===== config.mk =====
export PLATFORM = sky130hd
export DESIGN_NAME = cache_stage1
export DESIGN_NICKNAME = d
export VERILOG_FILES = /design/src/rtl/cache_pkg.sv /design/src/rtl/cache_stage1.sv /design/src/rtl/cache_way.sv /design/src/rtl/req_decode.sv /design/src/rtl/way_resolve.sv
export SDC_FILE = /design/constraint.sdc
export NUM_CORES = 2
export LEC_CHECK = 0
export BUFFER_PORTS_ARGS = -buffer_cell sky130_fd_sc_hd__buf_4
export CAP_MARGIN = 20
export CORE_MARGIN = 3
export CORE_UTILIZATION = 50
export DETAILED_ROUTE_END_ITERATION = 10
export HOLD_SLACK_MARGIN = 0.06
export PLACE_DENSITY = 0.68
export SLEW_MARGIN = 15
export SYNTH_ARGS = -nofsm -noshare
export SYNTH_HDL_FRONTEND = slang
export SYNTH_SLANG_ARGS = --single-unit
export TNS_END_PERCENT = 5

===== constraint.sdc =====
create_clock -name clk -period 75.1 [get_ports clk]
set_clock_uncertainty 0.1 [all_clocks]
set_input_delay 15.02 -clock clk [delete_from_list [all_inputs] [get_ports clk]]
set_output_delay 15.02 -clock clk [all_outputs]
set_load 0.02 [all_outputs]

===== src/rtl/cache_pkg.sv =====
`default_nettype none

package cache_pkg;

    localparam int NUM_WAYS = 4;

    typedef logic [14:0]  paddr_t;
    typedef logic [7:0]   tag_t;
    typedef logic [1:0]   index_t;
    typedef logic [127:0] line_t;
    typedef logic [3:0]   way_oh_t;
    typedef logic [2:0]   plru_t;

    typedef struct packed {
        paddr_t addr;
        logic   rd;
        logic   wr;
        line_t  data;
        line_t  mask;
    } cache_req_t;

    // Driven to every way in the same cycle
    typedef struct packed {
        index_t index;
        tag_t   tag;
        line_t  data;
        line_t  mask;
        logic   fill;
    } way_ctl_t;

    typedef struct packed {
        logic  hit;
        logic  valid;
        logic  dirty;
        tag_t  tag;
        line_t line;
    } way_res_t;

    // Tag in 14:7 and index in 6:5 above a 5-bit offset
    function automatic tag_t addr_tag(paddr_t addr);
        return addr[14:7];
    endfunction

    function automatic index_t addr_index(paddr_t addr);
        return addr[6:5];
    endfunction

    function automatic paddr_t line_addr(tag_t tag, index_t index);
        return {tag, index, 5'b0};
    endfunction

endpackage

`default_nettype wire


===== src/rtl/cache_stage1.sv =====
`default_nettype none

module cache_stage1 import cache_pkg::*; (
    input  logic       clk,
    input  logic       rst_n,
    input  logic       valid,
    input  cache_req_t req,
    input  logic       fill_valid,
    input  paddr_t     fill_addr,
    input  line_t      fill_line,
    input  logic       mshr_full,
    output logic       valid_out,
    output logic       hit,
    output logic       miss,
    output line_t      cache_line,
    output paddr_t     ext_addr,
    output logic       stall,
    output logic       ex_wb,
    output paddr_t     wb_addr,
    output line_t      wb_line
);

    way_ctl_t   ctl;
    way_res_t   res [NUM_WAYS];
    way_oh_t    we;
    logic       hold;
    logic       req_valid;
    cache_req_t req_q;

    req_decode decode_i (
        .clk        (clk),
        .rst_n      (rst_n),
        .valid      (valid),
        .req        (req),
        .fill_valid (fill_valid),
        .fill_addr  (fill_addr),
        .fill_line  (fill_line),
        .hold       (hold),
        .ctl        (ctl),
        .req_valid  (req_valid),
        .req_q      (req_q)
    );

    for (genvar i = 0; i < NUM_WAYS; i++) begin : g_way
        cache_way way_i (
            .clk   (clk),
            .rst_n (rst_n),
            .ctl   (ctl),
            .we    (we[i]),
            .res   (res[i])
        );
    end

    way_resolve resolve_i (
        .clk        (clk),
        .rst_n      (rst_n),
        .req_valid  (req_valid),
        .req_q      (req_q),
        .fill_valid (fill_valid),
        .fill_addr  (fill_addr),
        .mshr_full  (mshr_full),
        .res        (res),
        .we         (we),
        .hold       (hold),
        .valid_out  (valid_out),
        .hit        (hit),
        .miss       (miss),
        .cache_line (cache_line),
        .ext_addr   (ext_addr),
        .stall      (stall),
        .ex_wb      (ex_wb),
        .wb_addr    (wb_addr),
        .wb_line    (wb_line)
    );

endmodule

`default_nettype wire


===== src/rtl/cache_way.sv =====
`default_nettype none

module cache_way import cache_pkg::*; (
    input  logic     clk,
    input  logic     rst_n,
    input  way_ctl_t ctl,
    input  logic     we,
    output way_res_t res
);

    localparam int NUM_SETS = 2 ** $bits(index_t);

    tag_t                tags  [NUM_SETS];
    line_t               lines [NUM_SETS];
    logic [NUM_SETS-1:0] valid_bits;
    logic [NUM_SETS-1:0] dirty_bits;

    always_ff @(posedge clk) begin
        if (!rst_n) begin
            valid_bits <= '0;
        end else if (we && ctl.fill) begin
            valid_bits[ctl.index] <= 1'b1;
        end
    end

    always_ff @(posedge clk) begin
        if (we) begin
            if (ctl.fill) begin
                tags[ctl.index]       <= ctl.tag;
                lines[ctl.index]      <= ctl.data;
                dirty_bits[ctl.index] <= 1'b0;
            end else begin
                // Write hit changes only the masked bits
                lines[ctl.index]      <= (lines[ctl.index] & ~ctl.mask) |
                                         (ctl.data & ctl.mask);
                dirty_bits[ctl.index] <= 1'b1;
            end
        end
    end

    always_comb begin
        res.valid = valid_bits[ctl.index];
        res.dirty = dirty_bits[ctl.index];
        res.tag   = tags[ctl.index];
        res.line  = lines[ctl.index];
        res.hit   = res.valid && (res.tag == ctl.tag);
    end

endmodule

`default_nettype wire


===== src/rtl/req_decode.sv =====
`default_nettype none

module req_decode import cache_pkg::*; (
    input  logic       clk,
    input  logic       rst_n,
    input  logic       valid,
    input  cache_req_t req,
    input  logic       fill_valid,
    input  paddr_t     fill_addr,
    input  line_t      fill_line,
    input  logic       hold,
    output way_ctl_t   ctl,
    output logic       req_valid,
    output cache_req_t req_q
);

    logic accept;

    assign accept = valid && !hold;

    // Request stays in place while the resolver holds it
    always_ff @(posedge clk) begin
        if (!rst_n) begin
            req_valid <= 1'b0;
        end else if (!hold) begin
            req_valid <= valid;
        end
    end

    always_ff @(posedge clk) begin
        if (accept) begin
            req_q <= req;
        end
    end

    // Fill owns the way port in its cycle
    always_comb begin
        if (fill_valid) begin
            ctl.index = addr_index(fill_addr);
            ctl.tag   = addr_tag(fill_addr);
            ctl.data  = fill_line;
            ctl.mask  = '1;
            ctl.fill  = 1'b1;
        end else begin
            ctl.index = addr_index(req_q.addr);
            ctl.tag   = addr_tag(req_q.addr);
            ctl.data  = req_q.data;
            ctl.mask  = req_q.mask;
            ctl.fill  = 1'b0;
        end
    end

    a_no_req_with_fill: assert property (
        @(posedge clk) disable iff (!rst_n)
        !(valid && fill_valid)
    );

    // An accepted request is either a read or a write
    a_single_op: assert property (
        @(posedge clk) disable iff (!rst_n)
        accept |-> (req.rd != req.wr)
    );

endmodule

`default_nettype wire


===== src/rtl/way_resolve.sv =====
`default_nettype none

module way_resolve import cache_pkg::*; (
    input  logic       clk,
    input  logic       rst_n,
    input  logic       req_valid,
    input  cache_req_t req_q,
    input  logic       fill_valid,
    input  paddr_t     fill_addr,
    input  logic       mshr_full,
    input  way_res_t   res [NUM_WAYS],
    output way_oh_t    we,
    output logic       hold,
    output logic       valid_out,
    output logic       hit,
    output logic       miss,
    output line_t      cache_line,
    output paddr_t     ext_addr,
    output logic       stall,
    output logic       ex_wb,
    output paddr_t     wb_addr,
    output line_t      wb_line
);

    localparam int NUM_SETS = 2 ** $bits(index_t);

    way_oh_t    hits;
    logic       any_hit;
    logic       req_active;
    logic       write_hit;
    logic       have_invalid;
    logic [1:0] hit_idx;
    logic [1:0] victim_idx;
    logic [1:0] use_idx;
    way_oh_t    victim_oh;
    index_t     acc_index;
    plru_t      plru [NUM_SETS];
    plru_t      plru_cur;
    plru_t      plru_next;
    logic       plru_upd;

    always_comb begin
        hit_idx = 2'd0;
        for (int i = 0; i < NUM_WAYS; i++) begin
            hits[i] = res[i].hit;
            if (res[i].hit) begin
                hit_idx = i[1:0];
            end
        end
    end

    assign any_hit    = |hits;
    assign cache_line = any_hit ? res[hit_idx].line : '0;

    // A request that shares its cycle with a fill waits one cycle
    assign req_active = req_valid && !fill_valid;
    assign stall      = req_active && !any_hit && mshr_full;
    assign hold       = (req_valid && fill_valid) || stall;
    assign valid_out  = req_active && !stall;
    assign hit        = req_active && any_hit;
    assign miss       = req_active && !any_hit;
    assign ext_addr   = line_addr(addr_tag(req_q.addr), addr_index(req_q.addr));

    assign acc_index = fill_valid ? addr_index(fill_addr) : addr_index(req_q.addr);
    assign plru_cur  = plru[acc_index];

    // Lowest invalid way or else the tree walk
    always_comb begin
        have_invalid = 1'b0;
        victim_idx   = 2'd0;
        for (int i = NUM_WAYS - 1; i >= 0; i--) begin
            if (!res[i].valid) begin
                have_invalid = 1'b1;
                victim_idx   = i[1:0];
            end
        end
        if (!have_invalid) begin
            if (plru_cur[0]) begin
                victim_idx = {1'b1, plru_cur[2]};
            end else begin
                victim_idx = {1'b0, plru_cur[1]};
            end
        end
    end

    assign victim_oh = way_oh_t'(1) << victim_idx;
    assign write_hit = valid_out && any_hit && req_q.wr;
    assign we        = fill_valid ? victim_oh : (write_hit ? hits : '0);

    assign ex_wb   = fill_valid && res[victim_idx].valid && res[victim_idx].dirty;
    assign wb_addr = line_addr(res[victim_idx].tag, addr_index(fill_addr));
    assign wb_line = res[victim_idx].line;

    assign use_idx  = fill_valid ? victim_idx : hit_idx;
    assign plru_upd = fill_valid || (valid_out && any_hit);

    // Point the tree away from the way just used
    always_comb begin
        plru_next = plru_cur;
        if (use_idx[1]) begin
            plru_next[0] = 1'b0;
            plru_next[2] = ~use_idx[0];
        end else begin
            plru_next[0] = 1'b1;
            plru_next[1] = ~use_idx[0];
        end
    end

    always_ff @(posedge clk) begin
        if (!rst_n) begin
            for (int s = 0; s < NUM_SETS; s++) begin
                plru[s] <= '0;
            end
        end else if (plru_upd) begin
            plru[acc_index] <= plru_next;
        end
    end

    // Tags in one set never repeat across ways
    a_single_hit: assert property (
        @(posedge clk) disable iff (!rst_n)
        $onehot0(hits)
    );

endmodule

`default_nettype wire


==> reports/qor.yml <==
floorplan:
  floorplan.io_pins: 712
  start_util_pct: 50.44
  fp_rows: 168
  fp.dieW_um: 466.5
  core_um2: 210200
  die_area_um2: 217600
  chipHeight_um: 466.5
job:
  drv_cap: 0
min_path:
  holdCritStartpoint: "g_way[2].way_i.valid_bits[2]"
  hold_path_class: "reg2reg"
power:
  total_power_mw: 3.144
  sequentialPowerShare_pct: 50.3
  powerDensity_nw_per_um2: 25.66
  p_int_mw: 2.426
  irDropWorstVdd_uv: 25.53
  net-switching-power_mw: 0.7177
  p_leak_nw: 40.46
  switching_share_pct: 22.83
  clock_power_share_pct: 40.5
  combinationalPowerShare_pct: 9.2
sta:
  drv_slew: 0
  timing.setup.tns_ns: 0
  final-hold-violation-count: 0
  final.period_utilization_pct: 50.10
  worst-slew-pin-transition_ns: 1.191
  worst_slew_margin_relative_to_its_limit_pct: 20.58
  final-setup-viol-count: 0
  max_freq_mhz: 26.58
  period_minus_slack_ns: 37.62
  hold_ws_ns: 0.3932
  setup_repair_after_global_routing_missed_its_margin: "no"
critical_path:
  timing.critical_path.cells: "buf_8, mux2i_4, buf_12, buf_4, buf_4, mux4_2, xnor2_1, nor4_1, o21a_1, buf_4, or3_4, buf_4, o221ai_1, a31oi_1, buf_4"
  timing.critical_path.from: "fill_valid"
  family_of_cells_with_the_greatest_summed_delay_on_the_critical_path: "buffers and inverters"
  max_stage_delay_ns: 0.96
  cp_common_cell: "sky130_fd_sc_hd__buf_4"
  cp.required_ns: 59.98
  path_class: "in2out"
  worstPathBufferInverterCount: 7
  setup.worst_path.start_class: "input port"
  worst-endpoint-arrival_ns: 22.50
  end_kind: "output pin"
  path_max_fanout: 132
  critical-path-slowest-cell: "sky130_fd_sc_hd__buf_4"
  reg2reg_from: "decode_i.req_q[264]"
drt:
  route.final.wire_length_um: 316500
  num_vias: 65790
  drcViolationCount: 0
  wl_per_cell_um: 31.91
  avgViaCountPerCell: 6.633
  dr_iter_0_viols: 8432
  antenna_violating_nets_left: 0
  drt-pass1-iter-count: 9
synthesis:
  yosys-top-cells-count: "sky130_fd_sc_hd__edfxtp_1, sky130_fd_sc_hd__nand2_1, sky130_fd_sc_hd__mux4_2"
  synth_top_area_share_pct: 69.98
  post-synth-top-count-cell: "sky130_fd_sc_hd__edfxtp_1"
  post_synth_instance_area_um2: 106000
  synth-edff-count: 2471
  synth_cells: 6285
  synth_seq_area_share_pct: 70.30
  synth.avg_cell_area_um2: 16.87
  synth_ff_type: "sky130_fd_sc_hd__edfxtp_1"
  post_synthesis_register_bit_count: 2488
  synth_area_leader_cell: "sky130_fd_sc_hd__edfxtp_1"
  yosysWarningCount: 0
  async_flop_share_pct: 0
  synth_area_leaders: "sky130_fd_sc_hd__edfxtp_1, sky130_fd_sc_hd__mux4_2, sky130_fd_sc_hd__o31a_1"
  synthDistinctLibCells: 60
placed_design:
  place_hpwl_um: 172800
  buffers_on_ports: 690
  post-place-cells: 9450
  gpl.final_weighted_congestion: 0.8305
global_route:
  grt_most_used_layer: "met2"
  grt_start_max_net_pins: 168
  groute.layer.met3.usage_pct: 5.960
  global_route.usage.met1_pct: 39.66
  grt_use_total_pct: 28.72
  grt_overflow_total: 0
  vias_in_the_first_global_route: 65270
  grt_antenna_before_repair: 12
  wire_length_of_the_first_global_routing_pass_um: 452300
  gr-usage-met2_pct: 44.54
cells_and_area:
  final_layout_size_suffix_gt1_share_pct: 24.87
  post_layout_nonfiller_instances: 9919
  fillCellCount: 15620
  num-nets-final: 7346
  area_growth_syn_to_layout_pct: 15.55
cts:
  holdBufCountCts: 0
  clk-insertion-delay-late_ns: 0.96
  post_cts_buffers: 0
  cts_buffer_depth: 4
  tritoncts.num_buffers: 276
  clockRootBuffer: "sky130_fd_sc_hd__clkbuf_16"
  htree_levels: 5
  post_cts_resized: 0
  tritoncts: "built"
  clkSlewWorstSetupHoldPaths_ns: 0.06
  cts.sink_count: 2488
status:
  outcome: "complete, no violations"
-- power by group through the flow --
| stage | Sequential (mW) | Combinational [mW] | Clock, mW |
|---|---|---|---|
| finish | 1.58 | 0.289 | 1.27 |
| global route | 1.58 | 0.309 | 1.35 |
| CTS | 1.58 | 0.289 | 1.29 |
| detailed placement | 1.61 | 0.287 | 0 |
| global placement | 1.61 | 0.281 | 0 |
| floorplan | 1.62 | 0.182 | 0 |
-- logic make-up (layout without fill, tap and decap cells) --
group                  after synthesis  count (layout)  synth area share [%]
AO/OA/AOI/OAI                     1504            1504                 9.926
XOR/XNOR                            54              54                0.4460
buffers and inverters              476            1290                 2.079
flip-flops                        2488            2488                 70.30
multiplexers                       722             722                 13.14
other                                1              16              0.003537
AND/OR/NAND/NOR                   1040            1040                 4.109
-- sequential cells by signal, summed over array words and instances (netlist names), named ones only --
| name | flops |
|---|---|
| g_way.way_i.valid_bits | 16 |
| g_way.way_i.lines | 2048 |
| resolve_i.plru | 12 |
| decode_i.req_valid | 1 |
| decode_i.req_q | 267 |
| g_way.way_i.tags | 128 |
-- area by class of cell --
cell class                 count  area [um2]  area share, %
clock buffer                 330        7300          5.958
clock inverter               131        1061         0.8660
sequential                  2488       74540          60.84
multi-input combinational   3330       29650          24.20
tap                         2805        3510          2.864
inverter                      14       52.55        0.04289
antenna                        6       15.01        0.01225
timing repair buffer         815        6391          5.216
-- metal layers --
metal	share of wire (%)	routed length [um]
met5	0.063	200
met4	4.8	15040
met3	11	34440
met2	46	146800
met1	38	120000
-- metrics by stage --
stage / utilization, % / area [um2] / setup WS, ns
2_1_floorplan: - / 106100 / 36.82
3_3_place_gp: 54.26 / 114100 / 37.21
3_5_place_dp: 54.28 / 114100 / 37.42
4_1_cts: 58.26 / 122500 / 37.42
5_1_grt: 58.28 / 122500 / 37.17
6_report: 58.29 / 122500 / 37.48
-- cell usage in the layout, fill, tap and decap left out, types with 6 or more instances in the layout --
master,count
sky130_fd_sc_hd__edfxtp_1,2471
sky130_fd_sc_hd__buf_4,794
sky130_fd_sc_hd__nand2_1,768
sky130_fd_sc_hd__mux4_2,532
sky130_fd_sc_hd__o21ai_0,529
sky130_fd_sc_hd__o31a_1,511
sky130_fd_sc_hd__clkbuf_16,284
sky130_fd_sc_hd__a31oi_1,202
sky130_fd_sc_hd__mux2i_1,184
sky130_fd_sc_hd__and3_1,139
sky130_fd_sc_hd__o221ai_1,117
sky130_fd_sc_hd__nor2_1,72
sky130_fd_sc_hd__a22oi_1,60
sky130_fd_sc_hd__clkinv_1,54
sky130_fd_sc_hd__xnor2_1,50
sky130_fd_sc_hd__clkbuf_1,44
sky130_fd_sc_hd__clkinv_2,40
sky130_fd_sc_hd__a21oi_1,19
sky130_fd_sc_hd__buf_12,18
sky130_fd_sc_hd__dfxtp_1,17
sky130_fd_sc_hd__bufinv_16,16
sky130_fd_sc_hd__nand3_1,15
sky130_fd_sc_hd__inv_1,11
sky130_fd_sc_hd__nor2_4,11
sky130_fd_sc_hd__o221ai_2,10
sky130_fd_sc_hd__conb_1,10
sky130_fd_sc_hd__inv_6,9
sky130_fd_sc_hd__clkinvlp_4,9
sky130_fd_sc_hd__nor3_1,8
sky130_fd_sc_hd__a211oi_1,8
sky130_fd_sc_hd__a21oi_4,8
sky130_fd_sc_hd__diode_2,6
sky130_fd_sc_hd__nand4_1,6
sky130_fd_sc_hd__o22ai_1,6
-- tightest hold or removal path, delay by kind of cell (launching register included) --
family	cells	cell delay [ns]
flip-flops	1	0.33
AND/OR/NAND/NOR	2	0.13
-- worst paths after layout --
kind                                  endpoint  slack (ns)  depth (start not counted)
hold reg to reg   g_way[2].way_i.valid_bits[2]        0.39                          2
setup reg to reg   g_way[2].way_i.lines[0][83]       65.84                         10
hold / removal    g_way[2].way_i.valid_bits[2]        0.39                          2
setup / recovery               cache_line[127]       37.48                         15
(Power assumes the default switching activity.)
